--- src/design/osd_pkg.sv ---
////////////////////////////////////////////////////////////
// Shared widths, window geometry, tint and command codes
// Offsets are signed trims applied after centring
////////////////////////////////////////////////////////////

package osd_pkg;

	// Pixel, red in bits 23:16
	typedef logic [23:0] rgb_t;

	typedef logic [15:0] cmd_word_t;

	// Row band in 10:8, column in 7:0
	typedef logic [10:0] bitmap_addr_t;

	// One bit per row within a band
	typedef logic [7:0] bitmap_byte_t;

	typedef logic [11:0] line_cnt_t;

	typedef logic [1:0] amix_t;

	typedef enum logic [1:0] {
		idle,
		have_cmd,
		addr_param
	} dec_state_t;

	localparam int bitmap_depth = 2048;

	// Window geometry
	localparam line_cnt_t osd_width = 12'd256;
	localparam line_cnt_t osd_height = 12'd64;

	// Tint bits, red to blue
	localparam logic [2:0] osd_color = 3'd4;

	localparam logic signed [11:0] osd_x_offset = 12'sd0;
	localparam logic signed [11:0] osd_y_offset = 12'sd0;

	// Command codes
	localparam logic [7:0] cmd_write = 8'h0C;
	localparam logic [7:0] cmd_enable = 8'h28;
	localparam logic [7:0] cmd_amix = 8'h74;

	// Write command parameters ahead of the data words
	localparam logic [2:0] write_param_count = 3'd4;
	localparam logic [2:0] addr_param_index = 3'd3;

endpackage

--- src/design/osd_cmd_decoder.sv ---
////////////////////////////////////////////////////////////
// Words are taken on strobe rising edges while cmd_sel is high
// No back-pressure, strobe edges need two cycles of spacing
////////////////////////////////////////////////////////////
`timescale 1ns/1ps

module osd_cmd_decoder (
	input  logic                  clk_video,
	input  logic                  rst,
	input  logic                  cmd_sel,
	input  logic                  cmd_strobe,
	input  osd_pkg::cmd_word_t    cmd_din,
	output logic                  wr_en,
	output osd_pkg::bitmap_addr_t wr_addr,
	output osd_pkg::bitmap_byte_t wr_data,
	output logic                  osd_enable,
	output osd_pkg::amix_t        amix
);

	osd_pkg::dec_state_t state;
	logic                strobe_d;
	logic                word_take;
	logic                wr_word;
	logic [7:0]          cmd;
	logic [2:0]          word_cnt;
	logic                en_pending;

	assign word_take = cmd_sel & cmd_strobe & ~strobe_d;
	assign wr_word = word_take && (state == osd_pkg::have_cmd) &&
		(cmd == osd_pkg::cmd_write);

	always_ff @(posedge clk_video) begin
		if (rst) begin
			state <= osd_pkg::idle;
			strobe_d <= 1'b0;
			cmd <= 8'h00;
			word_cnt <= 3'd0;
			en_pending <= 1'b0;
			osd_enable <= 1'b0;
			amix <= 2'd0;
			wr_en <= 1'b0;
			wr_addr <= '0;
		end else begin
			strobe_d <= cmd_strobe;
			wr_en <= wr_word;

			// Advance after each byte lands, wraps at 2048
			if (wr_en) begin
				wr_addr <= wr_addr + 1'b1;
			end

			if (!cmd_sel) begin
				// Enable applies once the transaction closes
				if (state != osd_pkg::idle && cmd == osd_pkg::cmd_enable) begin
					osd_enable <= en_pending;
				end
				state <= osd_pkg::idle;
				word_cnt <= 3'd0;
			end else if (word_take) begin
				case (state)
					osd_pkg::idle: begin
						cmd <= cmd_din[7:0];
						word_cnt <= 3'd0;
						if (cmd_din[7:0] == osd_pkg::cmd_write) begin
							state <= osd_pkg::addr_param;
						end else begin
							state <= osd_pkg::have_cmd;
						end
					end
					osd_pkg::addr_param: begin
						if (word_cnt == osd_pkg::addr_param_index) begin
							wr_addr <= {cmd_din[2:0], 8'h00};
						end
						if (word_cnt == osd_pkg::write_param_count - 3'd1) begin
							state <= osd_pkg::have_cmd;
							word_cnt <= 3'd0;
						end else begin
							word_cnt <= word_cnt + 3'd1;
						end
					end
					osd_pkg::have_cmd: begin
						if (cmd == osd_pkg::cmd_enable && word_cnt == 3'd0) begin
							en_pending <= cmd_din[0];
						end
						if (cmd == osd_pkg::cmd_amix) begin
							amix <= cmd_din[1:0];
						end
						if (word_cnt != 3'd7) begin
							word_cnt <= word_cnt + 3'd1;
						end
					end
					default: begin
						state <= osd_pkg::idle;
					end
				endcase
			end
		end
	end

	// Byte goes out with wr_en
	always_ff @(posedge clk_video) begin
		if (wr_word) begin
			wr_data <= cmd_din[7:0];
		end
	end

endmodule

--- config.mk ---
export PLATFORM = sky130hd
export DESIGN_NAME = osd_cmd_decoder
export DESIGN_NICKNAME = d
export VERILOG_FILES = /design/src/design/osd_pkg.sv /design/src/design/osd_cmd_decoder.sv
export SDC_FILE = /design/constraint.sdc
export NUM_CORES = 1
export LEC_CHECK = 0
export BUFFER_PORTS_ARGS = -buffer_cell sky130_fd_sc_hd__buf_2
export CAP_MARGIN = 15
export CORE_MARGIN = 2
export CORE_UTILIZATION = 43
export CTS_CLUSTER_DIAMETER = 200
export CTS_CLUSTER_SIZE = 40
export DETAILED_ROUTE_END_ITERATION = 8
export GPL_ROUTABILITY_DRIVEN = 0
export GPL_TIMING_DRIVEN = 0
export PLACE_DENSITY_LB_ADDON = 0.12
export SLEW_MARGIN = 20
export SYNTH_ARGS = -nofsm -noshare
export SYNTH_HDL_FRONTEND = slang
export SYNTH_SLANG_ARGS = --single-unit
--- constraint.sdc ---
create_clock -name clk_video -period 2.9 [get_ports clk_video]
set_input_delay 0.58 -clock clk_video [delete_from_list [all_inputs] [get_ports clk_video]]
set_output_delay 0.58 -clock clk_video [all_outputs]
set_load 0.005 [all_outputs]
==> flow_summary.ini, run 1 <==
[logic_synthesis]
synth-async-reset-ratio_pct = 0
postSynthRegisterBits = 38
synth_commonest_cells = 30 x sky130_fd_sc_hd__dfxtp_1, 26 x sky130_fd_sc_hd__nand2_1, 19 x sky130_fd_sc_hd__nor2_1, 12 x sky130_fd_sc_hd__a21oi_1, 10 x sky130_fd_sc_hd__ha_1
synth.avg_cell_area_um2 = 9.73
synth-seq-area-share_pct = 48.3
synth.most_common_cell = sky130_fd_sc_hd__dfxtp_1
synth_cell_types = 36
synth_top_cells_by_area = sky130_fd_sc_hd__dfxtp_1 34%, sky130_fd_sc_hd__edfxtp_1 14%, sky130_fd_sc_hd__ha_1 7.2%
synth_top_area_cell = sky130_fd_sc_hd__dfxtp_1
most_frequently_used_flop_master_after_synthesis = sky130_fd_sc_hd__dfxtp_1
ys_warn_count = 0
synth_fp_nets = 209
postSynthCellCount = 179
synthesis.area_um2 = 1740
number_of_enable_type_register_cells_in_the_synthesized_netlist = 8
portion_of_synthesized_cell_area_occupied_by_the_leading_cell_type_pct = 34.5

[placed_design]
dp_worst_setup_slack_ns = 1.14
half_perimeter_wire_length_of_the_detailed_placement_result_mm = 2.63
io_buffers = 33

[sta]
setup_slack_ns = 1.20
finalSetupViolations = 0
number_of_pins_with_negative_max_slew_slack_in_the_final_report = 0
final.period_utilization_pct = 58.6
fin_worst_skew_ns = 0.00436
worst_pin_slew_ns = 0.468
fin_setup_tns_ns = 0
rsz0062_at_grt = no
worst_relative_slew_slack_pct = 68.8
finalWorstPathRequiredPeriod_ns = 1.70
final_hold_viol_count = 0
fmaxAchievable_mhz = 589

[detailed_routing]
route.detailed.drc = 0
detailroute.wirelength.met3_um = 170
route.detailed.wl_per_inst_um = 13.0
antenna_violating_nets_post_route = 0
detailroute.via_count = 1375
topRoutingLayerUsed = met4
drt-pass1-iter-count = 4
met1_length_mm = 1.68
drt_iter0_markers = 70
detail_route_met2_wl_mm = 1.60
via_per_inst = 5.09
wirelength_mm = 3.50

[floorplan]
coreArea_um2 = 3940
floorplan.rows = 23
die_area_um2 = 4580
initial_utilization_pct = 44.2
die_height_um = 67.6
boundaryPins = 43
die-width_um = 67.6

[clock_network]
cts_post_setup_buffers_inserted = 0
cts-buffers-inserted = 5
root_buffer = sky130_fd_sc_hd__clkbuf_8
htreeDepth = 2
holdBufCountCts = 0
worst_skew_pair.late_latency_ns = 0.29
numClockSinks = 38
cts_repair_resize_count = 0
path_clk_slew_ns = 0.07
cts_max_path_buffers = 2
tritoncts = yes

[finish]
multiInputGateArea_um2 = 842
design.final.nets = 249
drive_gt1_share_pct = 23.2
area_growth_pct = 21.0
diodes_inserted = 0
n_fill_cell = 374
regArea_um2 = 841

[global_route]
grt_start_max_net_pins = 14
antenna_violations_before_repair = 0
grt_usage_pct = 17.5
grt_pass1_wl_mm = 5.96
first_global_vias = 1311
grt_overflow_total = 0

[power_and_ir_drop]
power.static_leakage_uw = 0.000849
peak_vdd_ir_uv = 230
p_per_area_nw_per_um2 = 537

[critical_path]
cp-end-kind = register
critical_path_source_type = register
worst_ep_required_time_ns = 2.88
cp.arrival_ns = 1.68
critical_path_peak_fanout = 9
worst-setup-path-type = register to register

[job]
maxCapViolCount = 0

[status]
run_status = complete, no violations

[worst_hold_path]
hold_class = register to register
cells in the final DEF (no fill, tap or decap), drive strengths merged:
| cell type | instances |
|---|---|
| o211ai | 1 |
| a21oi | 12 |
| a211oi | 4 |
| nand4 | 5 |
| and2 | 1 |
| and4 | 1 |
| inv | 9 |
| xnor2 | 7 |
| nor2 | 19 |
| nor4b | 1 |
| or3 | 1 |
| and4b | 2 |
| nor4bb | 2 |
| nand2b | 2 |
| clkinv | 1 |
| nor4 | 2 |
| edfxtp | 8 |
| and3b | 1 |
| nor2b | 3 |
| bufinv | 2 |
| o21ai | 2 |
| nor3 | 5 |
| ha | 10 |
| nand2 | 26 |
| buf | 36 |
| xor2 | 3 |
| mux2i | 5 |
| mux2 | 2 |
| clkbuf | 7 |
| dfxtp | 30 |
| nand3 | 7 |
| nor3b | 2 |
| and4bb | 1 |
logic make-up (layout without fill, tap and decap cells):
family,count (synthesis),after routing,share of synthesized area (%)
AOI/OAI and AO/OA,19,19,6.18
adders and majority gates,10,10,7.18
xor gates and xnor gates,10,10,5.03
and+or+nand+nor,81,81,25.8
muxes,7,7,4.17
buffers and inverters,14,55,3.38
DFF,38,38,48.3
critical path, cell delays in order, from the launching register on:
cell,delay [ns]
sky130_fd_sc_hd__dfxtp_1,0.34
sky130_fd_sc_hd__inv_1,0.10
sky130_fd_sc_hd__ha_1,0.29
sky130_fd_sc_hd__and4b_1,0.27
sky130_fd_sc_hd__and4bb_2,0.39
power by group:
group	leakage (µW)	total [µW]	switching, µW	internal (µW)
registers	0.000314	549	4.37	545
clock network	0.0000683	535	190	345
logic	0.000466	46.8	29.5	17.3
registers in the layout (all words and copies together), names as in the netlist:
| name | flops |
|---|---|
| wr_addr | 11 |
| cmd | 8 |
| wr_data | 8 |
| word_cnt | 3 |
| amix | 2 |
| state | 2 |
| en_pending | 1 |
| osd_enable | 1 |
| strobe_d | 1 |
| wr_en | 1 |
cell type report:
cell class | count | area share [%]
Timing Repair Buffer | 33 | 7.84
Tap cell | 50 | 2.97
Multi-Input combinational cell | 127 | 40.0
Buffer | 5 | 1.19
Clock buffer | 5 | 3.27
Clock inverter | 3 | 3.27
Sequential cell | 38 | 39.9
Inverter | 9 | 1.60
final timing paths:
| kind | startpoint | end | slack (ns) | cells past startpoint |
|---|---|---|---|---|
| worst min register to register | cmd[7]$_SDFFE_PP0P_ | cmd[7]$_SDFFE_PP0P_ | 0.46 | 2 |
| worst min-delay path | cmd[7]$_SDFFE_PP0P_ | cmd[7]$_SDFFE_PP0P_ | 0.46 | 2 |
| worst max-delay path | state[1]$_SDFFE_PP0P_ | wr_data[6]$_DFFE_PP_ | 1.20 | 4 |
| worst max register to register | state[1]$_SDFFE_PP0P_ | wr_data[6]$_DFFE_PP_ | 1.20 | 4 |
per-layer routing:
layer	global-route usage (%)	vias up
met5	0	-
met4	6.89	0
met3	4.50	6
met2	27.7	31
met1	22.8	642
li1	-	696
stage by stage:
stage               utilization [%]  power, µW  std cells  hold WS (ns)  cell area (µm²)
global placement               50.0        606        262         0.444             1970
global route                   53.4       1160        270         0.472             2110
CTS                            53.4       1140        270         0.461             2110
detailed placement             50.0        608        262         0.450             1970
finish                         53.4       1130        270         0.461             2110
floorplan                         -        587        179         0.436             1740
(Power assumes the default switching activity.)
==> inputs of run 2 (changes only) <==
==> constraint.sdc (replaced) <==
create_clock -name clk_video -period 1.7 [get_ports clk_video]
set_input_delay 0.34 -clock clk_video [delete_from_list [all_inputs] [get_ports clk_video]]
set_output_delay 0.34 -clock clk_video [all_outputs]
set_load 0.005 [all_outputs]
==> flow_summary.ini, run 2 (synthesized netlist as in run 1, its figures left out) <==
[placed_design]
count_of_placed_standard_cells_including_taps = 262
dp_worst_setup_slack_ns = 0.0110
half_perimeter_wire_length_of_the_detailed_placement_result_mm = 2.63
io_buffers = 33

[sta]
finalWorstPathRequiredPeriod_ns = 1.62
worst_relative_slew_slack_pct = 68.5
post_route_hold_slack_ns = 0.254
final.period_utilization_pct = 95.1
setup_slack_ns = 0.0826
number_of_pins_with_negative_max_slew_slack_in_the_final_report = 0
fmaxAchievable_mhz = 618
finalSetupViolations = 0
fin_worst_skew_ns = 0.00316
worst_pin_slew_ns = 0.472
final_hold_viol_count = 0

[finish]
drive_gt1_share_pct = 26.8
diodes_inserted = 0
biggestRegsByFlops = wr_addr x11, cmd x8, wr_data x8
regArea_um2 = 842
multiInputGateArea_um2 = 873
final_common_cell = sky130_fd_sc_hd__buf_2
max_flop_register = wr_addr
n_fill_cell = 372
most_frequent_cells_in_the_layout = 35 x sky130_fd_sc_hd__buf_2, 29 x sky130_fd_sc_hd__dfxtp_1, 25 x sky130_fd_sc_hd__nand2_1
finish.cell_count_without_fillers = 270
area_growth_pct = 22.8
design.final.nets = 249
largest_register_ff_count = 11

[critical_path]
critical_path_source_type = register
worst-setup-path-type = register to register
setup.worst_path.start = state[0]$_SDFFE_PP0P_
worst_ep_required_time_ns = 1.93
r2r_slack_ns = 0.08
cell_breakdown_of_the_critical_path = inv_1 > ha_2 > nor2b_2 > nor3b_2 > mux2_2 > nor2_1
critical_path.slowest_cell = sky130_fd_sc_hd__dfxtp_2
cpLargestDelayFamily = simple AND/OR/NAND/NOR gates
worst_reg2reg_startpoint = state[0]$_SDFFE_PP0P_
cp-end-kind = register
slowest_delay_ns = 0.39
critical_path_peak_fanout = 4
timing.critical_path.buf_inv = 1
cp.arrival_ns = 1.84

[floorplan]
coreArea_um2 = 3940
die_area_um2 = 4580
die_height_um = 67.6
floorplan.rows = 23
initial_utilization_pct = 44.2
die-width_um = 67.6
boundaryPins = 43

[detailed_routing]
route.detailed.wl_per_inst_um = 13.3
drt-pass1-iter-count = 4
detailroute.via_count = 1386
drt_iter0_markers = 59
via_per_inst = 5.13
wirelength_mm = 3.59
antenna_violating_nets_post_route = 0
route.detailed.drc = 0

[worst_hold_path]
hold_path.startpoint = cmd_din[5]
hold_class = primary input to register

[clock_network]
root_buffer = sky130_fd_sc_hd__clkbuf_8
cts_max_path_buffers = 2
worst_skew_pair.late_latency_ns = 0.29
cts_post_setup_buffers_inserted = 0
tritoncts = yes
holdBufCountCts = 0
numClockSinks = 38
cts-buffers-inserted = 5
htreeDepth = 2
path_clk_slew_ns = 0.08

[power_and_ir_drop]
power.static_leakage_uw = 0.000847
power.switching_uw = 381
peak_vdd_ir_uv = 390
internal_power_uw = 1550
share_comb_of_total_power_pct = 4.2
share_seq_of_total_power_pct = 48.6
power.clock.fraction_pct = 47.2
p_per_area_nw_per_um2 = 902
design_power_total_uw = 1930
swShare_pct = 19.8

[global_route]
grt_pass1_wl_mm = 5.98
antenna_violations_before_repair = 0
grt_usage_pct = 17.6
grt_start_max_net_pins = 14
grt_overflow_total = 0
first_global_vias = 1310

[job]
maxCapViolCount = 0

[status]
run_status = complete, no violations
==> run 2: worst reg2reg max path, stage by stage, from the launching register on <==
cell and delay (ns):
sky130_fd_sc_hd__dfxtp_2 0.39, sky130_fd_sc_hd__inv_1 0.09, sky130_fd_sc_hd__ha_2 0.21, sky130_fd_sc_hd__nor2b_2 0.18, sky130_fd_sc_hd__nor3b_2 0.26, sky130_fd_sc_hd__mux2_2 0.36
sky130_fd_sc_hd__nor2_1 0.08
==> run 2: final timing paths <==
kind	endpoint	depth (start not counted)
worst max-delay path	state[1]$_SDFFE_PP0P_	6
worst min-delay path	wr_data[5]$_DFFE_PP_	1
worst max register to register	state[1]$_SDFFE_PP0P_	6
worst min register to register	cmd[7]$_SDFFE_PP0P_	2
==> run 2: cell type report <==
class / instances / share of cell area, %
Tap cell: 50 / 2.92
Clock inverter: 3 / 3.22
Sequential cell: 38 / 39.4
Multi-Input combinational cell: 127 / 40.8
Inverter: 9 / 1.58
Timing Repair Buffer: 33 / 7.72
Buffer: 5 / 1.17
Clock buffer: 5 / 3.22
==> run 2: stage by stage <==
| step | setup TNS, ns | instance area, µm² | utilization (%) |
|---|---|---|---|
| finish | 0 | 2140 | 54.3 |
| global route | -0.00755 | 2140 | 54.3 |
| CTS | 0 | 2110 | 53.5 |
| detailed placement | 0 | 1970 | 50.0 |
| global placement | 0 | 1970 | 50.0 |
| floorplan | 0 | 1740 | - |
==> run 2: timing repair <==
action / 4_1_cts / 5_1_grt
pin swaps: 0 / 1
gates cloned: 0 / 0
gates resized for setup: 1 / 9
endpoints found under the setup margin: 8 / 12
==> run 2: routing by layer <==
metal,global-route usage (%),share of wire [%]
met5,0,0
met3,4.50,4.0
met1,22.9,47
met2,27.7,48
met4,6.89,1.4
==> run 2: power groups by stage <==
stage	combinational (µW)	sequential [µW]	clock (µW)
3_5_place_dp	79.4	957	0
4_1_cts	79.8	936	933
3_3_place_gp	77.2	957	0
6_report	81.6	937	910
2_1_floorplan	46.2	955	0
5_1_grt	92.4	939	959
