File: src/design/osd_pkg.sv
////////////////////////////////////////////////////////////
// Shared widths, window geometry, tint and command codes
// Offsets are signed trims applied after centring
////////////////////////////////////////////////////////////

package osd_pkg;

	// Pixel, red in bits 23:16
	typedef logic [23:0] rgb_t;

	typedef logic [15:0] cmd_word_t;

	// Row band in 10:8, column in 7:0
	typedef logic [10:0] bitmap_addr_t;

	// One bit per row within a band
	typedef logic [7:0] bitmap_byte_t;

	typedef logic [11:0] line_cnt_t;

	typedef logic [1:0] amix_t;

	typedef enum logic [1:0] {
		idle,
		have_cmd,
		addr_param
	} dec_state_t;

	localparam int bitmap_depth = 2048;

	// Window geometry
	localparam line_cnt_t osd_width = 12'd256;
	localparam line_cnt_t osd_height = 12'd64;

	// Tint bits, red to blue
	localparam logic [2:0] osd_color = 3'd4;

	localparam logic signed [11:0] osd_x_offset = 12'sd0;
	localparam logic signed [11:0] osd_y_offset = 12'sd0;

	// Command codes
	localparam logic [7:0] cmd_write = 8'h0C;
	localparam logic [7:0] cmd_enable = 8'h28;
	localparam logic [7:0] cmd_amix = 8'h74;

	// Write command parameters ahead of the data words
	localparam logic [2:0] write_param_count = 3'd4;
	localparam logic [2:0] addr_param_index = 3'd3;

endpackage

File: src/design/osd_mixer.sv
////////////////////////////////////////////////////////////
// Two-cycle pixel path, rd_data must arrive one cycle after din
////////////////////////////////////////////////////////////
`timescale 1ns/1ps

module osd_mixer (
	input  logic                  clk_video,
	input  logic                  rst,
	input  osd_pkg::rgb_t         din,
	input  logic                  de_in,
	input  osd_pkg::bitmap_byte_t rd_data,
	input  logic [2:0]            row_bit,
	input  logic                  in_window,
	output osd_pkg::rgb_t         dout,
	output logic                  de_out
);

	osd_pkg::rgb_t din_q;
	osd_pkg::rgb_t osd_rgb;
	logic [2:0]    row_q;
	logic          win_q;
	logic          de_d;
	logic          osd_pixel;

	// OSD bit twice, tint bit, then the top of the video channel
	function automatic logic [7:0] blend_channel(input logic pix, input logic tint,
		input logic [7:0] chan);
		return {pix, pix, tint, chan[7:3]};
	endfunction

	assign osd_pixel = rd_data[row_q];
	assign osd_rgb = {
		blend_channel(osd_pixel, osd_pkg::osd_color[2], din_q[23:16]),
		blend_channel(osd_pixel, osd_pkg::osd_color[1], din_q[15:8]),
		blend_channel(osd_pixel, osd_pkg::osd_color[0], din_q[7:0])
	};

	always_ff @(posedge clk_video) begin
		din_q <= din;
		row_q <= row_bit;
	end

	always_ff @(posedge clk_video) begin
		if (rst) begin
			win_q <= 1'b0;
			de_d <= 1'b0;
			de_out <= 1'b0;
			dout <= '0;
		end else begin
			win_q <= in_window;
			de_d <= de_in;
			de_out <= de_d;
			dout <= win_q ? osd_rgb : din_q;
		end
	end

endmodule

File: config.mk
export PLATFORM = sky130hd
export DESIGN_NAME = osd_mixer
export DESIGN_NICKNAME = d
export VERILOG_FILES = /design/src/design/osd_pkg.sv /design/src/design/osd_mixer.sv
export SDC_FILE = /design/constraint.sdc
export NUM_CORES = 1
export LEC_CHECK = 0
export BUFFER_PORTS_ARGS = -buffer_cell sky130_fd_sc_hd__buf_2
export CAP_MARGIN = 0
export CORE_MARGIN = 3
export CORE_UTILIZATION = 45
export DETAILED_ROUTE_END_ITERATION = 6
export GPL_TIMING_DRIVEN = 0
export HOLD_SLACK_MARGIN = 0.12
export PLACE_DENSITY = 0.76
export SYNTH_ARGS = -nofsm -noshare
export SYNTH_HDL_FRONTEND = slang
export SYNTH_SLANG_ARGS = --single-unit
File: constraint.sdc
create_clock -name clk_video -period 1.7 [get_ports clk_video]
set_clock_uncertainty 0.05 [all_clocks]
set_input_delay 0.255 -clock clk_video [delete_from_list [all_inputs] [get_ports clk_video]]
set_output_delay 0.255 -clock clk_video [all_outputs]
set_load 0.05 [all_outputs]
==> metrics.md, run 1 <==
| Metric | Value |
|---|---|
| Run status | completed |
| Most Used Layer, Global Route | met2 |
| Leakage | approximately 1.1 nW |
| Initial antenna violation count | 0 |
| Most common cell after layout, fill and taps aside | buf_2 |
| Placed cell count | about 220 |
| CTS tree | built |
| Chip Height | around 64 um |
| Largest cells by area after synthesis | dfxtp_1, mux2i_1, nor2_1 |
| CP Max Fanout | 6 |
| Final ANT Viol Nets | 0 |
| GRT Residual Overflow | 0 |
| Crit end category | flip-flop |
| Number of synthesized register bits | 54 |
| Grt met2 use | 31.0% |
| Clock slew at reported path FFs | 0.12 ns |
| Grt met1 use | 15.9% |
| Worst EP arrival | about 1.6 ns |
| Clock sinks | 54 |
| Io pins | 64 |
| Place WS | 0.274 ns |
| Measured slew at the worst slew-check pin | 0.432 ns |
| Synthesized area | around 1500 um2 |
| Sequential area share after synthesis | 72.0% |
| CP startpoint kind | flip-flop |
| Post_cts resized | 0 |
| Commonest cells after routing, fill and taps aside | buf_2, dfxtp_1, dlygate4sd3_1 |
| Number of port buffers | 63 |
| R2r setup slk | between 0.2 and 0.3 ns |
| Final worst slack | about 0.26 ns |
| Max Freq | 696 MHz |
| GPL Wtd Cong | 0.733 |
| Warning count from the yosys run | 0 |
| Hold Crit Depth | 4 |
| Total power | approximately 2.4 mW |
| Die area | ~4100 um2 |
| RSZ-0062 raised after global routing | no |
| Gate Count Post-Synth | 116 |
| Initial Utilization | 48.0% |
| Die W | 63.8 um |
| Layout cells sized above 1 | a little over a third |
| Power Density | 1080 nW/um2 |
| Setup violations, final | 0 |
| Max H-tree Level | 2 |
| Final wirelength | ~3100 um |
| Worst VDD drop | 0.664 mV |
| Worst R2R End | dout[14] |
| Worst hold-check path type | input port to flip-flop |
| Final HPWL DP | 2160 um |
| Critical Path RT | between 1.5 and 2 ns |
| Largest net degree at the start of global routing | 16 |
| DRT iter0 DRCs | 32 |
| Worst r2r src | row_q[0] |
| DR pass1 iterations | 4 |
| Total Nets Final | between 200 and 300 |
| Fin. Hold Viols | 0 |
| Synth area leader | dfxtp_1 |
| Worst skew pair latency | 0.36 ns |
| P&R area growth vs syn | 49.4% |
| GR Util met3 | 5.98% |
| Crit path kind | flip-flop to flip-flop |
| Core ar. | 3130 um2 |
| CTS max path bufs | 2 |
| Top cell type's share of synthesized area | approximately 72% |
| DRC viols | 0 |
| Num rows | 20 |
| Cell area after layout | about 2200 um2 |
| Routed length per instance | 12.1 um |
| Setup TNS Final | 0 ns |
| Syn avg cell area | 12.9 um2 |
| Fin crit share | a little over four fifths |
| Slew margin rel. | 71.2% |
| Maxcap violations | 0 |
| Hold Crit Start | rst |
| Hold endpoint | dout[23] |
| Gr usage total | between 15 and 20% |
| Post-Place Cell Area | 1870 um2 |
| First-pass GRT wire length | 5080 um |
| Post-layout min period | 1.44 ns |
| Syn Nets | about 160 |
| DR vias/cell | 4.39 |
| Reg2Reg Depth | 3 |
| Slew Limit Fails | 0 |
| Vias | 1137 |
| Antenna cells | 0 |
| Num CTS Buffers | 5 |
| Clock root buffer | clkbuf_4 |
| Post-synthesis cell type count | 15 |
| Number of global-route vias before repair | ~1200 |
| Finished Layout Cells | 259 |
[final cells by class]
cell class	count	area [um2]
repair buffers	92	606
flip-flops and latches	54	1080
plain buffers	4	20.0
clock inverters	1	30.0
multi-input cells	58	400
fillers	240	885
well taps	44	55.1
clock buffers	6	51.3
[logic make-up (layout without fill, tap and decap cells)]
kind of cell	after synthesis	count (layout)	synth area share, %
multiplexers	18	18	12.8
AO/OA/AOI/OAI	7	7	3.58
AND/OR/NAND/NOR	33	33	10.2
flip-flops	54	54	72.0
buffers and inverters	4	103	1.33
[metal layers]
| metal | routed length [um] | vias up |
|---|---|---|
| li1 | - | 580 |
| met1 | 1140 | 514 |
| met2 | 1770 | 38 |
| met3 | 196 | 5 |
| met4 | 40 | 0 |
| met5 | 0 | - |
[registers in the layout (all words and copies together), names as in the netlist]
signal and cells:
de_d 1, de_out 1, din_q 24, dout 24, row_q 3, win_q 1
[how the worst max path moves through the flow]
stage,from,endpoint,slack (ns)
after floorplan,row_q[0],dout[14],0.37
after global placement,row_q[0],dout[6],0.33
after detailed placement,row_q[0],dout[14],0.27
after CTS,row_q[0],dout[14],0.26
after global routing,row_q[0],dout[6],0.19
final,row_q[0],dout[14],0.26
[cell usage after synthesis (all sizes together)]
master,number
dfxtp,54
nor2,19
mux2i,17
nand2,6
o31ai,6
nor2b,5
and2,2
buf,2
clkbuf,2
a22o,1
mux4,1
nand2b,1
[report_power, final]
part | switching (mW) | total (mW) | leakage [nW] | internal (mW)
registers | 0.0262 | 1.37 | 0.453 | 1.34
logic | 0.228 | 0.373 | 0.564 | 0.145
clock network | 0.347 | 0.690 | 0.0443 | 0.343
total | 0.601 | 2.43 | 1.06 | 1.83
[metrics by stage]
| step | util [%] | hold slack (ns) |
|---|---|---|
| floorplan | - | 0.233 |
| global placement | 59.8 | 0.308 |
| detailed placement | 59.8 | 0.309 |
| CTS | 71.7 | 0.194 |
| global route | 71.7 | 0.217 |
| finish | 71.7 | 0.207 |
[timing repair]
action | in CTS | in global routing
setup buffers | 0 | 0
hold buffers | 29 | 0
endpoints found under the hold margin | 29 | 0
[worst max-delay path, stage by stage, from the launching register on]
cell and delay, ns:
dfxtp_1 0.43, mux4_2 0.55, nor2b_4 0.19, o31ai_1 0.11
No activity file was read; power rests on OpenSTA's default activity.
==> run 2: changes to the inputs <==
==> constraint.sdc (replaced) <==
create_clock -name clk_video -period 1.5 [get_ports clk_video]
set_clock_uncertainty 0.05 [all_clocks]
set_input_delay 0.225 -clock clk_video [delete_from_list [all_inputs] [get_ports clk_video]]
set_output_delay 0.225 -clock clk_video [all_outputs]
set_load 0.05 [all_outputs]
==> run 2 against run 1 <==
Non-clock buffer count is the same. Critical path depth did not move. Fmax rose by 3.6%. Clock power rose by 14%. First-iteration DRC count decreased by 3.1%. Largest cell class unchanged.
==> metrics.md, run 2 (same netlist as run 1, synthesis figures left out) <==
| Metric | Value |
|---|---|
| Fin. Hold Viols | 0 |
| RSZ-0062 raised after global routing | no |
| Initial antenna violation count | 0 |
| Number of port buffers | 63 |
| DRC viols | 0 |
| Sequential share of power | between 50% and 60% |
| Maxcap violations | 0 |
| Measured slew at the worst slew-check pin | 0.432 ns |
| FF+latch area | 1080 um2 |
| Run status | completed |
| First-pass GRT wire length | 5080 um |
| Comb pwr share | 15.3% |
| Total Nets Final | 254 |
| Internal | just over 2 mW |
| Worst skew pair latency | roughly 0.36 ns |
| Place WS | approximately 0.074 ns |
| Worst hold-check path type | input port to flip-flop |
| Max stage delay on crit path | 0.54 ns |
| Num CTS Buffers | 5 |
| Buf+Inv Stages, Crit Path | 0 |
| Worst EP arrival | 1.58 ns |
| Number of global-route vias before repair | 1175 |
| Routed length per instance | 12.2 um |
| DR vias/cell | 4.43 |
| Max H-tree Level | 2 |
| CP startpoint kind | flip-flop |
| Core ar. | 3130 um2 |
| Leakage | between 1 and 1.5 nW |
| Placed cell count | 223 |
| Slew Limit Fails | 0 |
| Vias | approximately 1100 |
| Commonest cells after routing, fill and taps aside | buf_2, dfxtp_1, dlygate4sd3_1 |
| Slew margin rel. | 71.2% |
| Fin crit share | 92.5% |
| Critical Path RT | 1.69 ns |
| CP max stage cell | mux4_2 |
| Total power | 2.76 mW |
| Max Freq | ~720 MHz |
| Hold Crit Depth | 4 |
| Power Density | approximately 1200 nW/um2 |
| Final core utilization | 71.8% |
| Clock network fraction of design power | 28.4% |
| Fill cell count | 239 |
| Worst path cell trace | mux4_2 -> nor2b_4 -> o31ai_1 |
| Final worst slack | 0.112 ns |
| Finished Layout Cells | 259 |
| CP Depth | 3 |
| Post-layout min period | 1.39 ns |
| Reg2Reg Depth | 3 |
| Crit path kind | flip-flop to flip-flop |
| GRT Residual Overflow | 0 |
| Chip Height | between 60 and 70 um |
| Clock sinks | 54 |
| Gr usage total | between 10% and 20% |
| DRT iter0 DRCs | 31 |
| Layout cells sized above 1 | 35.3% |
| Antenna cells | 0 |
| P&R area growth vs syn | 49.5% |
| Setup TNS Final | 0 ns |
| DR pass1 iterations | 4 |
| GPL Wtd Cong | 0.733 |
| Final ANT Viol Nets | 0 |
| Regs by FF count | din_q: 24 flops, dout: 24 flops, row_q: 3 flops |
| Net Sw Frac | between 20 and 25% |
| Clock slew at reported path FFs | 0.12 ns |
| Worst VDD drop | approximately 0.75 mV |
| Final wirelength | ~3200 um |
| Final HPWL DP | 2160 um |
| CTS max path bufs | 2 |
| Clock root buffer | clkbuf_4 |
| Initial Utilization | 48.0% |
| Largest net degree at the start of global routing | 16 |
| CTS tree | built |
| CP Max Fanout | 6 |
| Multi-input logic area | 400 um2 |
| Num rows | 20 |
| Switch Pwr | 683 uW |
| Most common cell after layout, fill and taps aside | buf_2 |
| Die W | 63.8 um |
| Die area | 4070 um2 |
| Crit end category | flip-flop |
| Setup violations, final | 0 |
| Io pins | 64 |
| Family with the most delay on the worst path | multiplexers |
==> run 2: final timing paths <==
path	from	to	slack, ns
min reg2reg	de_d	de_out	0.40
min	rst	dout[23]	0.17
max reg2reg	row_q[0]	dout[14]	0.11
max	row_q[0]	dout[14]	0.11
==> run 2: repair_timing <==
| item | 4_1_cts | 5_1_grt |
|---|---|---|
| endpoints found under the setup margin | 0 | 1 |
| hold buffers | 29 | 0 |
| resized for setup | 0 | 1 |
| endpoints found under the hold margin | 29 | 0 |
| setup buffers | 0 | 0 |
==> run 2: worst reg2reg max path: cells and delay by family, from the launching register on <==
family          cells  cell delay (ns)
compound gates      1             0.11
flops               1             0.39
mux                 1             0.54
simple gates        1             0.19
==> run 2: layout make-up <==
type	count	area share, %
Buffer	4	0.892
Clock buffer	6	2.29
Clock inverter	1	1.34
Multi-Input combinational cell	58	17.8
Tap cell	44	2.45
Sequential cell	54	48.2
Timing Repair Buffer	92	27.0
==> run 2: stage by stage <==
stage	area [um2]	hold WS [ns]
2_1_floorplan	1500	0.203
3_3_place_gp	1870	0.278
3_5_place_dp	1870	0.279
4_1_cts	2240	0.164
5_1_grt	2240	0.187
6_report	2240	0.174
==> run 2: power by group through the flow <==
stage               sequential [mW]  combinational, mW  clock (mW)
floorplan                      1.74             0.0915           0
global placement               1.58              0.356           0
detailed placement             1.58              0.364           0
CTS                            1.55              0.423       0.797
global route                   1.56              0.450       0.857
finish                         1.55              0.423       0.784
==> run 2: metal layers <==
layer | up-vias | wire length [um] | GRT usage [%] | part of all wire, %
met3 | 7 | 208 | 5.98 | 6.6
li1 | 581 | - | - | -
met2 | 46 | 1770 | 31.0 | 56
met1 | 513 | 1130 | 15.9 | 36
met4 | 0 | 42 | 7.82 | 1.3
met5 | - | 0 | 0 | 0
==> run 3: changes to the inputs <==
--- a/config.mk
+++ b/config.mk
@@ -8,11 +8,11 @@
 export BUFFER_PORTS_ARGS = -buffer_cell sky130_fd_sc_hd__buf_2
 export CAP_MARGIN = 0
 export CORE_MARGIN = 3
-export CORE_UTILIZATION = 45
+export CORE_UTILIZATION = 38
 export DETAILED_ROUTE_END_ITERATION = 6
 export GPL_TIMING_DRIVEN = 0
 export HOLD_SLACK_MARGIN = 0.12
-export PLACE_DENSITY = 0.76
+export PLACE_DENSITY = 0.66
 export SYNTH_ARGS = -nofsm -noshare
 export SYNTH_HDL_FRONTEND = slang
 export SYNTH_SLANG_ARGS = --single-unit
==> run 3 against run 2 <==
Clock-buffer cell count is the same. Highest routed layer unchanged. Critical path type unchanged. Combinational power about the same. Hold slack better by 0.031 ns.
==> metrics.md, run 3 (same netlist as run 1, synthesis figures left out) <==
| Metric | Value |
|---|---|
| Critical Path RT | 1.64 ns |
| Maxcap violations | 0 |
| Io pins | 64 |
| Reg2Reg Depth | 3 |
| Worst hold-check path type | input port to flip-flop |
| Hold bufs inserted after CTS | 29 |
| Sequential share of power | 56.5% |
| Clock root buffer | clkbuf_8 |
| Final wirelength | 3220 um |
| Critical Path Sink | dout[22] |
| Run status | completed |
| Initial antenna violation count | 0 |
| Die area | 4740 um2 |
| Slew Limit Fails | 0 |
| Number of port buffers | 63 |
| Worst EP arrival | 1.56 ns |
| P&R area growth vs syn | 50.1% |
| Clock slew at reported path FFs | 0.09 ns |
| Final worst slack | between 0.08 and 0.09 ns |
| Num CTS Buffers | 5 |
| Worst r2r src | row_q[0] |
| Fin. Hold Viols | 0 |
| Power Density | 1220 nW/um2 |
| Post-CTS setup buffers | 0 |
| Initial Utilization | 40.1% |
| Final ANT Viol Nets | 0 |
| CTS tree | built |
| Clock network fraction of design power | between 20% and 30% |
| Crit path kind | flip-flop to flip-flop |
| GRT Residual Overflow | 0 |
| Post_cts resized | 0 |
| Largest net degree at the start of global routing | 17 |
| Hold WS | between 0.2 and 0.25 ns |
| Post-layout min period | 1.41 ns |
| Net Sw Frac | a little over a quarter |
| R2r setup slk | 0.09 ns |
| First-pass GRT wire length | slightly below 5000 um |
| Max Freq | 707 MHz |
| Layout cells sized above 1 | 34.7% |
| Final HPWL DP | between 2000 and 2500 um |
| RSZ-0062 raised after global routing | no |
| Switch Pwr | 730 uW |
| CTS max path bufs | 2 |
| Clock sinks | 54 |
| Slew margin rel. | between 70% and 80% |
| Most common cell after layout, fill and taps aside | buf_2 |
| Commonest cells after routing, fill and taps aside | buf_2, dfxtp_1, dlygate4sd3_1 |
| Max H-tree Level | 2 |
| CP startpoint kind | flip-flop |
| Regs by FF count | din_q: 24 flops, dout: 24 flops, row_q: 3 flops |
| CP Max Fanout | 6 |
| Routed length per instance | 12.2 um |
| Die W | 68.9 um |
| Antenna cells | 0 |
| Worst skew pair latency | about 0.31 ns |
| Worst VDD drop | 0.836 mV |
| Measured slew at the worst slew-check pin | around 0.44 ns |
| Place WS | 0.0894 ns |
| Setup TNS Final | 0 ns |
| Total Nets Final | 254 |
| Comb pwr share | between 10% and 20% |
| DRT iter0 DRCs | 60 |
| Fill cell count | 328 |
| Post-Place Cell Area | 1880 um2 |
| Cell area after layout | between 2000 and 2500 um2 |
| Internal | about 2 mW |
| Core ar. | 3740 um2 |
| Number of global-route vias before repair | between 1000 and 1500 |
| Final core utilization | 60.2% |
| Worst R2R End | dout[22] |
| Setup violations, final | 0 |
| Leakage | 1.06 nW |
| DRC viols | 0 |
| Fin crit share | 94.3% |
| Critical path origin | row_q[0] |
| Crit end category | flip-flop |
| DR vias/cell | 4.33 |
| GPL Wtd Cong | approximately 0.64 |
| Vias | 1144 |
| Chip Height | 68.9 um |
| Num rows | 22 |
| DR pass1 iterations | 4 |
| Gr usage total | approximately 15% |
## run 3: cell count changes in the layout (fill, tap and decap cells not counted), sizes merged
cell,before,now
bufinv,1,0
clkinv,0,2
## run 3: worst min-delay path by stage
stage	endpoint	startpoint	cells past startpoint	slack, ns
3_3_place_gp	din_q[2]	din[2]	1	0.28
4_1_cts	dout[7]	rst	4	0.20
6_report	dout[7]	rst	4	0.21
3_5_place_dp	din_q[1]	din[1]	1	0.28
5_1_grt	dout[6]	rst	4	0.23
2_1_floorplan	din_q[0]	din[0]	0	0.20
## run 3: layer usage
layer | track usage (%) | vias to the layer above | share of wire [%]
met4 | 9.49 | 0 | 1.9
met3 | 5.19 | 5 | 7.4
li1 | - | 580 | -
met5 | 0 | - | 0
met2 | 27.1 | 35 | 54
met1 | 13.4 | 524 | 37
## run 3: metrics by stage
stage / power [mW] / instances
after global routing: 2.86 / 264
after floorplan: 1.83 / 116
after detailed placement: 1.95 / 227
after global placement: 1.94 / 227
final: 2.74 / 264
after CTS: 2.77 / 264
## run 3: final cells by class
cell class	count	area (um2)	area share, %
plain buffers	4	20.0	0.888
clock buffers	6	72.6	3.22
clock inverters	2	13.8	0.611
multi-input cells	58	400	17.8
flip-flops and latches	54	1080	48.0
well taps	48	60.1	2.67
repair buffers	92	606	26.9
## run 3: power by group through the flow
stage	Clock, mW	Sequential (mW)	Combinational [mW]
6_report	0.773	1.55	0.421
3_3_place_gp	0	1.58	0.358
5_1_grt	0.856	1.56	0.449
4_1_cts	0.796	1.55	0.422
3_5_place_dp	0	1.58	0.365
2_1_floorplan	0	1.74	0.0915
## run 3: critical path: stages (launching register included)
cell	delay [ns]
dfxtp_1	0.42
mux4_2	0.55
nor2b_4	0.19
o31ai_1	0.10
