--- src/design/osd_pkg.sv ---
////////////////////////////////////////////////////////////
// Shared widths, window geometry, tint and command codes
// Offsets are signed trims applied after centring
////////////////////////////////////////////////////////////

package osd_pkg;

	// Pixel, red in bits 23:16
	typedef logic [23:0] rgb_t;

	typedef logic [15:0] cmd_word_t;

	// Row band in 10:8, column in 7:0
	typedef logic [10:0] bitmap_addr_t;

	// One bit per row within a band
	typedef logic [7:0] bitmap_byte_t;

	typedef logic [11:0] line_cnt_t;

	typedef logic [1:0] amix_t;

	typedef enum logic [1:0] {
		idle,
		have_cmd,
		addr_param
	} dec_state_t;

	localparam int bitmap_depth = 2048;

	// Window geometry
	localparam line_cnt_t osd_width = 12'd256;
	localparam line_cnt_t osd_height = 12'd64;

	// Tint bits, red to blue
	localparam logic [2:0] osd_color = 3'd4;

	localparam logic signed [11:0] osd_x_offset = 12'sd0;
	localparam logic signed [11:0] osd_y_offset = 12'sd0;

	// Command codes
	localparam logic [7:0] cmd_write = 8'h0C;
	localparam logic [7:0] cmd_enable = 8'h28;
	localparam logic [7:0] cmd_amix = 8'h74;

	// Write command parameters ahead of the data words
	localparam logic [2:0] write_param_count = 3'd4;
	localparam logic [2:0] addr_param_index = 3'd3;

endpackage

--- src/design/osd_raster_timer.sv ---
////////////////////////////////////////////////////////////
// Timing comes from de_in only, frame start needs a gap over 4 widths
// Outputs are aligned to the pixel currently on de_in
////////////////////////////////////////////////////////////
`timescale 1ns/1ps

module osd_raster_timer (
	input  logic                  clk_video,
	input  logic                  rst,
	input  logic                  de_in,
	input  logic                  osd_enable,
	output osd_pkg::bitmap_addr_t rd_addr,
	output logic [2:0]            row_bit,
	output logic                  in_window
);

	logic                de_d;
	logic                de_rise;
	logic                de_fall;
	logic                frame_start;
	logic                active;
	logic                row_ok;
	logic [13:0]         gap_cnt;
	// Index of the pixel seen one cycle earlier
	osd_pkg::line_cnt_t  h_cnt;
	osd_pkg::line_cnt_t  width;
	osd_pkg::line_cnt_t  line_idx;
	osd_pkg::line_cnt_t  frame_lines;
	osd_pkg::line_cnt_t  v_start;
	osd_pkg::line_cnt_t  h_start_early;
	osd_pkg::line_cnt_t  osd_row;
	osd_pkg::line_cnt_t  osd_col;

	assign de_rise = de_in & ~de_d;
	assign de_fall = ~de_in & de_d;
	assign frame_start = de_rise && (gap_cnt > {width, 2'b00});

	// Centred on the previous frame's height
	assign v_start = ((frame_lines - osd_pkg::osd_height) >> 1) +
		osd_pkg::line_cnt_t'(osd_pkg::osd_y_offset);

	// Rows above the window wrap to large values
	assign osd_row = line_idx - v_start;
	assign row_ok = active && (osd_row < osd_pkg::osd_height);

	assign rd_addr = {osd_row[5:3], osd_col[7:0]};
	assign row_bit = osd_row[2:0];

	always_ff @(posedge clk_video) begin
		if (rst) begin
			de_d <= 1'b0;
			h_cnt <= '0;
			gap_cnt <= '0;
			width <= '0;
			line_idx <= '0;
			frame_lines <= '0;
			h_start_early <= '0;
			active <= 1'b0;
			osd_col <= '1;
			in_window <= 1'b0;
		end else begin
			de_d <= de_in;

			if (de_rise) begin
				h_cnt <= '0;
			end else if (h_cnt != '1) begin
				h_cnt <= h_cnt + 1'b1;
			end

			if (de_in) begin
				gap_cnt <= '0;
			end else if (gap_cnt != '1) begin
				gap_cnt <= gap_cnt + 1'b1;
			end

			if (de_fall) begin
				width <= h_cnt + 1'b1;
			end

			if (de_rise) begin
				// Two pixels early to cover the RAM and mixer stages
				h_start_early <= ((width - osd_pkg::osd_width) >> 1) +
					osd_pkg::line_cnt_t'(osd_pkg::osd_x_offset) - 12'd2;
				if (frame_start) begin
					line_idx <= '0;
					frame_lines <= line_idx + 1'b1;
					active <= osd_enable;
				end else if (line_idx != '1) begin
					line_idx <= line_idx + 1'b1;
				end
			end

			// Window column counter and flag
			if (h_cnt == h_start_early) begin
				osd_col <= '0;
				in_window <= row_ok;
			end else begin
				if (osd_col == osd_pkg::osd_width - 1'b1) begin
					in_window <= 1'b0;
				end
				if (osd_col != '1) begin
					osd_col <= osd_col + 1'b1;
				end
			end
		end
	end

endmodule

--- config.mk ---
export PLATFORM = sky130hd
export DESIGN_NAME = osd_raster_timer
export DESIGN_NICKNAME = d
export VERILOG_FILES = /design/src/design/osd_pkg.sv /design/src/design/osd_raster_timer.sv
export SDC_FILE = /design/constraint.sdc
export NUM_CORES = 1
export LEC_CHECK = 0
export BUFFER_PORTS_ARGS = -buffer_cell sky130_fd_sc_hd__buf_2
export CORE_UTILIZATION = 55
export DETAILED_ROUTE_END_ITERATION = 16
export PLACE_DENSITY = 0.72
export SLEW_MARGIN = 20
export SYNTH_ARGS = -nofsm -noshare
export SYNTH_HDL_FRONTEND = slang
export SYNTH_SLANG_ARGS = --single-unit
--- constraint.sdc ---
create_clock -name clk_video -period 3.3 [get_ports clk_video]
set_input_delay 0 -clock clk_video [delete_from_list [all_inputs] [get_ports clk_video]]
set_output_delay 0 -clock clk_video [all_outputs]
set_load 0.01 [all_outputs]
==> run summary, run 1 <==
Status = finished with violations
Failing checks = design-rule violations
TritonCTS clock tree = done
YS warnings = 0
H-tree Lvls = 3
CP arrival = 2830 ps
Final Skew = 12.2 ps
TNS Setup = 0 ps
Worst Hold Class = primary input to flop
Most frequent cells in the layout = dfxtp_1 (88), nor2_1 (52), a21oi_1 (45)
Die Footprint = 9600 µm²
Total track usage = 23.4%
Fillers = 802
Critical-path maximum fanout = 6
Final min period = 2540 ps
Wire per inst = 14.4 µm
Final period utilization = 77.0%
Total power per unit cell area = 532 nW/µm²
CTS buffer count = 9
Post-Syn Instances = 595
Pin slew with the least headroom to its limit = 1040 ps
Combinational share of power = 26.6%
Cell Rows = 34
Commonest non-fill, non-tap cell in the layout = dfxtp_1
Largest net degree at the start of global routing = 44
DIE HEIGHT = 98.0 µm
Worst-Skew Late Latency = 360 ps
Initial drt markers = 142
FMAX = 394 MHz
Total power = 2.88 mW
Peak supply drop = 284 µV
PostCTS Resize Cnt = 0
First-pass GRT wire length = 18.3 mm
Reg-to-reg slack, setup = 760 ps
Drt pass-1 iters = 10
Slew HR = 30.5%
Internal = 1.94 mW
Final routed DRC violation total = 2
Asr flop ratio synth = 0%
Setup crit start = frame_lines[6]
Sequential fraction of the synthesis area = 34.8%
Maximum clock path buffer count = 2
Sequential cell area = 1760 µm²
Distinct cells, synth = 52
Sw Share = 32.5%
Initial Util = 57.5%
Fraction of layout cells with a size suffix above 1 = 9.67%
Post-route ant nets = 0
Via-to-Cell Ratio = 5.68
CP Capture Type = flop
Clk pwr share = 30.1%
RSZ-0062 raised after global routing = no
Syn avg cell area = 8.52 µm²
#FFs+latches synth = 88
FF-to-FF Start = frame_lines[6]
Syn_nets = 632
Leak = 2.09 nW
DP HPWL = 7.44 mm
Vias = 4,020
Clock-pin transition on the worst setup and hold timing paths = 90 ps
Fin util = 61.5%
# clock sinks = 88
Post-Route WL = 10.2 mm
Core Area = 8810 µm²
Final net count = 632
Post-synth EDFFs = 0
Switching Power = 0.937 mW
Vias in the first global route = 3,965
Die X = 98.0 µm
Critical path type = flop to flop
Antenna diodes = 0
Mapped Area = 5070 µm²
Slew Viols, Final = 0
Antenna violations before repair = 0
Fin. Hold Viols = 0
Grt ovf = 0
CP required = 3590 ps
Primary FF master, synth = dfxtp_1
Sequential share of power = 43.2%
Number of max-cap violations = 0
Layout area overhead = 6.84%
Finish-stage setup viols = 0
Multi-input logic area = 3010 µm²
I/O Buffers = 18
CTS root buf = clkbuf_8
Hold Path Origin = rst
# IOs = 19
Placer congestion estimate = 0.884
Worst Setup Start Kind = flop
## power groups by stage
stage	registers [mW]	clock network, mW	logic (mW)
final	1.25	0.868	0.767
after global routing	1.26	0.929	0.873
after CTS	1.25	0.887	0.772
after detailed placement	1.27	0	0.764
after global placement	1.26	0	0.737
after floorplan	1.25	0	0.649
## final timing paths
kind | endpoint | depth (start not counted)
worst max register to register | in_window | 10
worst min-delay path | width[1] | 2
worst min register to register | h_start_early[0] | 2
worst max-delay path | in_window | 10
## synthesized netlist by cell type, drive strengths merged (2+ instances only)
library cell / number / area, µm²
nor4: 8 / 77.6
a311oi: 2 / 17.5
o211ai: 3 / 22.5
ha: 32 / 400
or3: 2 / 12.5
o31ai: 2 / 20.0
nor3: 20 / 105
o21ai: 12 / 60.1
nor2: 53 / 206
o21bai: 11 / 82.6
and4: 3 / 26.3
a21oi: 46 / 234
a31oi: 4 / 25.0
and2: 2 / 12.5
nand2: 39 / 146
a211oi: 28 / 215
nand2b: 6 / 37.5
inv: 31 / 116
nand4: 17 / 106
nor2b: 8 / 50.1
buf: 16 / 101
o21a: 4 / 30.0
xor2: 38 / 333
a21o: 7 / 52.6
clkbuf: 21 / 78.8
and3: 15 / 109
nand3: 23 / 138
xnor2: 41 / 359
dfxtp: 88 / 1760
or2: 2 / 12.5
mux2i: 3 / 30.0
## sequential cells by signal, summed over array words and instances, names as in the netlist
name,cells
de_d,1
h_start_early,12
h_cnt,12
width,12
active,1
frame_lines,11
gap_cnt,14
line_idx,12
osd_col,12
in_window,1
## cell type report
class | count | area share (%)
clock buffers | 10 | 2.54
well taps | 108 | 2.50
repair buffers | 26 | 2.87
clock inverters | 6 | 1.78
multi-input cells | 439 | 55.6
inverters | 31 | 2.15
flip-flops and latches | 88 | 32.5
## routing by layer
metal  global-route usage [%]  up-vias  share of wire [%]
met5                        0        -                  0
met4                     8.16        0                1.6
met3                     3.79       14                3.1
met2                     40.0       51                 50
met1                     30.0     1887                 45
li1                         -     2068                  -
## cell families after synthesis
kind of cell	after synthesis	share of synthesized area [%]
AND/OR/NAND/NOR	199	20.7
AO/OA/AOI/OAI	124	16.0
flip-flops	88	34.8
XOR/XNOR	79	13.7
buffers and inverters	68	5.85
adder cells (fa/ha/maj)	33	8.30
multiplexers	4	0.815
## metrics by stage
| stage | worst slack [ps] | cell area [µm²] | instances | hold slack [ps] |
|---|---|---|---|---|
| 2_1_floorplan | 893 | 5070 | 595 | 128 |
| 3_3_place_gp | 823 | 5160 | 690 | 279 |
| 3_5_place_dp | 774 | 5160 | 690 | 283 |
| 4_1_cts | 762 | 5410 | 708 | 187 |
| 5_1_grt | 620 | 5410 | 708 | 230 |
| 6_report | 759 | 5410 | 708 | 190 |
## worst max-delay path, stage by stage, from the launching register on
cell,delay [ps]
dfxtp_1,350
or3_1,410
xor2_1,160
ha_1,340
and3_1,200
nand2_1,80
a21oi_2,40
o21a_1,200
o21ai_1,130
mux2_1,350
o31ai_2,220
## repair_timing
item | CTS | global route
buffers inserted | 0 | 0
endpoints found under the hold margin | 2 | 0
hold buffers | 2 | 0
No activity file was read; power rests on OpenSTA's default activity.
==> inputs of run 2 (changes only) <==
==> constraint.sdc (replaced) <==
create_clock -name clk_video -period 2.4 [get_ports clk_video]
set_input_delay 0 -clock clk_video [delete_from_list [all_inputs] [get_ports clk_video]]
set_output_delay 0 -clock clk_video [all_outputs]
set_load 0.01 [all_outputs]
==> run summary, run 2 (synthesis gave the netlist of run 1 again) <==
Status = finished with violations
Failing checks = design-rule violations, negative setup slack
Fraction of layout cells with a size suffix above 1 = 15.0% (+5.4 points)
Final routed DRC violation total = 1 (-1)
Worst Setup Start Kind = flop
Finish-stage setup viols = 1 (+1)
Clock-pin transition on the worst setup and hold timing paths = 90 ps (about the same)
Most frequent cells in the layout = dfxtp_1 (85), nor2_1 (51), a21oi_1 (43)
Via-to-Cell Ratio = 5.72 (+0.73%)
Grt ovf = 0 (unchanged)
Critical path type = flop to flop
Largest net degree at the start of global routing = 45 (+2.3%)
# clock sinks = 88 (unchanged)
Worst-Skew Late Latency = 360 ps (about the same)
Worst Hold Class = primary input to flop
Vias = 4,158 (+3.4%)
Cell Rows = 34 (unchanged)
Maximum clock path buffer count = 2 (unchanged)
Vias in the first global route = 4,002 (+0.93%)
Antenna diodes = 0 (unchanged)
Final setup margin = -53.9 ps (-813 ps)
Fin. Hold Viols = 0 (unchanged)
# IOs = 19 (unchanged)
Layout area overhead = 11.7%
DIE HEIGHT = 98.0 µm (unchanged)
I/O Buffers = 18 (unchanged)
Fillers = 796 (-0.75%)
Final net count = 651 (+3.0%)
Slew HR = 59.4% (+29 points)
Placer congestion estimate = 0.882 (-0.31%)
H-tree Lvls = 3 (unchanged)
Die X = 98.0 µm (unchanged)
Drt pass-1 iters = 10 (unchanged)
Max FFs per register = 14 (unchanged)
Pin slew with the least headroom to its limit = 606 ps (-432 ps)
TNS Setup = -53.9 ps (-53.9 ps)
Number of max-cap violations = 0 (unchanged)
Final period utilization = 102% (+25 points)
Commonest non-fill, non-tap cell in the layout = dfxtp_1
DP Worst Slack = -107 ps (-881 ps)
Biggest register = gap_cnt
Multi-input logic area = 3080 µm² (+2.3%)
Post-route ant nets = 0 (unchanged)
First-pass GRT wire length = 18.3 mm (-0.45%)
CP arrival = 2730 ps (-100 ps)
Fin util = 64.3% (+2.8 points)
Core Area = 8810 µm² (unchanged)
Slew Viols, Final = 0 (unchanged)
FMAX = 408 MHz (+3.5%)
Wire per inst = 14.7 µm (+1.6%)
Sequential cell area = 1770 µm² (+0.21%)
Final Skew = 10.1 ps (-2.13 ps)
Total track usage = 23.3% (-0.10 points)
Die Footprint = 9600 µm² (unchanged)
RSZ-0062 raised after global routing = yes
CP Capture Type = flop
Peak supply drop = 384 µV (+35%)
Antenna violations before repair = 0 (unchanged)
Critical-path maximum fanout = 3 (-3)
Total power per unit cell area = 741 nW/µm² (+39%)
CTS root buf = clkbuf_8
CP required = 2670 ps (-920 ps)
Initial Util = 57.5% (unchanged)
Final min period = 2450 ps (-86.7 ps)
CTS buffer count = 9 (unchanged)
Leak = 2.22 nW (+6.2%)
Post-Route WL = 10.7 mm (+4.3%)
TritonCTS clock tree = done
Initial drt markers = 122 (-14%)
DP HPWL = 7.54 mm (+1.3%)
-- run 2: cell types whose count changed in the layout (fill, tap and decap cells not counted), moves of 2 or more --
cell,previous run,this run
a21oi_2,1,3
o21ai_2,0,2
buf_4,6,24
bufinv_16,2,4
a21oi_1,45,43
inv_6,2,0
o21ai_1,2,4
clkbuf_1,0,2
dfxtp_2,0,3
dfxtp_1,88,85
o21ai_0,10,6
-- run 2: final timing paths --
path	start	end	cells after the start	slack, ps
worst min register to register	width[1]	h_start_early[0]	2	460
worst max register to register	frame_lines[6]	in_window	10	-50
worst max-delay path	frame_lines[6]	in_window	10	-50
worst min-delay path	rst	de_d	2	40
-- run 2: repair_timing --
item                                    CTS  global route
endpoints found under the setup margin    1            20
hold endpoints to repair                  2             0
pin swaps                                10             5
cloned                                    0             0
hold buffers                              2             0
setup buffers                             3             1
resized for setup                        12            10
-- run 2: power by group --
part	total, mW	internal, mW	switching, mW
Clock	1.33	0.800	0.532
Combinational	1.16	0.531	0.627
Sequential	1.70	1.59	0.119
-- run 2: metrics by stage --
step | cell area [µm²] | hold slack [ps] | instances | total power [mW]
after floorplan | 5070 | 128 | 595 | 2.61
after global routing | 5660 | 58.3 | 727 | 4.44
after CTS | 5610 | 36.6 | 726 | 4.19
after global placement | 5280 | 279 | 705 | 2.79
final | 5660 | 36.5 | 727 | 4.20
after detailed placement | 5280 | 283 | 705 | 2.82
-- run 2: cell type report --
cell class / instances / area share, %
sequential: 88 / 31.2
clock inverter: 5 / 2.28
multi-input combinational: 439 / 54.4
timing repair buffer: 45 / 5.33
tap: 108 / 2.39
inverter: 31 / 2.06
clock buffer: 11 / 2.32
-- run 2: critical path: stages, from the launching register on --
cell and delay, ps:
dfxtp_2 330, or3_4 380, xor2_1 150, ha_1 340
buf_4 150, a21oi_2 100, o21ai_1 100, o21a_1 230
o21ai_2 140, mux2_4 310, o31ai_2 160
-- run 2: layer usage --
layer	GRT usage, %	vias up	part of all wire [%]
met2	40.5	57	50
met1	29.1	1981	46
met5	0	-	0
met3	3.15	19	1.8
met4	9.67	0	2.2
li1	-	2101	-
==> inputs of run 3 (changes only) <==
--- a/config.mk
+++ b/config.mk
@@ -8,6 +8,7 @@
 export BUFFER_PORTS_ARGS = -buffer_cell sky130_fd_sc_hd__buf_2
 export CORE_UTILIZATION = 55
 export DETAILED_ROUTE_END_ITERATION = 16
+export MAX_ROUTING_LAYER = met4
 export PLACE_DENSITY = 0.72
 export SLEW_MARGIN = 20
 export SYNTH_ARGS = -nofsm -noshare
==> run summary, run 3 (synthesis gave the netlist of run 1 again) <==
Status = finished with violations
Failing checks = design-rule violations, negative setup slack
Antenna diodes = 0 (unchanged)
Initial Util = 57.5% (unchanged)
Critical path type = flop to flop
Total power = 4.19 mW (about the same)
DP Worst Slack = -107 ps (unchanged)
Max FFs per register = 14 (unchanged)
Antenna violations before repair = 0 (unchanged)
Leak = 2.22 nW (unchanged)
Maximum clock path buffer count = 2 (unchanged)
Fraction of layout cells with a size suffix above 1 = 15.0% (unchanged)
Hold Path Depth = 2 (unchanged)
Layout area overhead = 11.7% (unchanged)
Clock-pin transition on the worst setup and hold timing paths = 90 ps (about the same)
Grt ovf = 0 (unchanged)
Worst Setup Start Kind = flop
Final routed DRC violation total = 1 (unchanged)
Multi-input logic area = 3080 µm² (unchanged)
Post-route ant nets = 0 (unchanged)
Final net count = 651 (unchanged)
CP arrival = 2720 ps (about the same)
Largest net degree at the start of global routing = 45 (unchanged)
Wire per inst = 14.7 µm (about the same)
Total track usage = 24.0% (+0.69 points)
DP HPWL = 7.54 mm (unchanged)
Biggest register = gap_cnt
Core Area = 8810 µm² (unchanged)
Vias in the first global route = 3,995 (-0.17%)
Most frequent cells in the layout = dfxtp_1 (85), nor2_1 (51), a21oi_1 (43)
Worst-Skew Late Latency = 360 ps (about the same)
Fin. Hold Viols = 0 (unchanged)
# clock sinks = 88 (unchanged)
Slew HR = 59.2% (-0.28 points)
CTS root buf = clkbuf_8
FMAX = 409 MHz (+0.39%)
Total power per unit cell area = 741 nW/µm² (about the same)
Worst reg2reg path depth = 10 (unchanged)
Final min period = 2440 ps (-9.44 ps)
Slew Viols, Final = 0 (unchanged)
CP required = 2680 ps (about the same)
Finish-stage setup viols = 1 (unchanged)
Initial drt markers = 114 (-6.6%)
# IOs = 19 (unchanged)
Peak supply drop = 383 µV (-0.18%)
Die Footprint = 9600 µm² (unchanged)
Critical-path maximum fanout = 3 (unchanged)
Via-to-Cell Ratio = 5.72 (unchanged)
H-tree Lvls = 3 (unchanged)
CP Capture Type = flop
Fillers = 796 (unchanged)
Worst Hold Class = primary input to flop
Number of max-cap violations = 0 (unchanged)
I/O Buffers = 18 (unchanged)
Final period utilization = 102% (-0.39 points)
Sequential cell area = 1770 µm² (unchanged)
DIE HEIGHT = 98.0 µm (unchanged)
First-pass GRT wire length = 18.2 mm (-0.22%)
Pin slew with the least headroom to its limit = 610 ps (+4.14 ps)
CTS buffer count = 9 (unchanged)
Post-Route WL = 10.7 mm (about the same)
Vias = 4,158 (unchanged)
Die X = 98.0 µm (unchanged)
Cell Rows = 34 (unchanged)
Placer congestion estimate = 0.896 (+1.7%)
RSZ-0062 raised after global routing = yes
Final setup margin = -44.4 ps (+9.44 ps)
Final Skew = 12.4 ps (+2.34 ps)
TritonCTS clock tree = done
Drt pass-1 iters = 11 (+1)
Commonest non-fill, non-tap cell in the layout = dfxtp_1
run 3: cell counts in the layout (fill, tap and decap cells not counted):
Identical to the previous run, type by type.
run 3: cell type report:
type | instances | share of cell area, %
Clock buffer | 11 | 2.32
Sequential cell | 88 | 31.2
Clock inverter | 5 | 2.28
Timing Repair Buffer | 45 | 5.33
Inverter | 31 | 2.06
Multi-Input combinational cell | 439 | 54.4
Tap cell | 108 | 2.39
run 3: worst max-delay path, stage by stage (launching register included):
cell	delay [ps]
dfxtp_2	330
or3_4	380
xor2_1	150
ha_1	330
buf_4	150
a21oi_2	100
o21ai_1	100
o21a_1	220
o21ai_2	140
mux2_4	310
o31ai_2	160
run 3: timing repair:
action / CTS / global route
pin swaps: 10 / 5
hold buffers: 2 / 0
gates resized for setup: 12 / 10
buffers inserted: 3 / 1
hold endpoints to repair: 2 / 0
endpoints found under the setup margin: 1 / 20
run 3: layer usage:
metal  part of all wire, %  track usage [%]  vias to the layer above
met5                     0                -                        -
met4                   2.1             8.28                        0
met3                   2.1             4.01                       19
met2                    50             40.5                       56
met1                    46             29.0                     1982
li1                      -                -                     2101
run 3: through the flow:
step,hold slack (ps),utilization [%],TNS [ps],cell area [µm²],instances
after detailed placement,283,59.9,-107,5280,705
final,33.7,64.3,-44.4,5660,727
after CTS,36.6,63.7,-7.45,5610,726
after global routing,55.1,64.3,-221,5660,727
after floorplan,128,-,0,5070,595
after global placement,279,59.9,-33.0,5280,705
run 3: worst paths after layout:
check / slack [ps] / start / to
min reg2reg: 460 / width[1] / h_start_early[0]
max: -40 / frame_lines[6] / in_window
min: 30 / rst / de_d
max reg2reg: -40 / frame_lines[6] / in_window
run 3: where the power goes:
| part | internal, mW | switching [mW] | leakage (nW) |
|---|---|---|---|
| Clock | 0.800 | 0.530 | 0.128 |
| Sequential | 1.59 | 0.118 | 0.719 |
| Combinational | 0.531 | 0.627 | 1.37 |
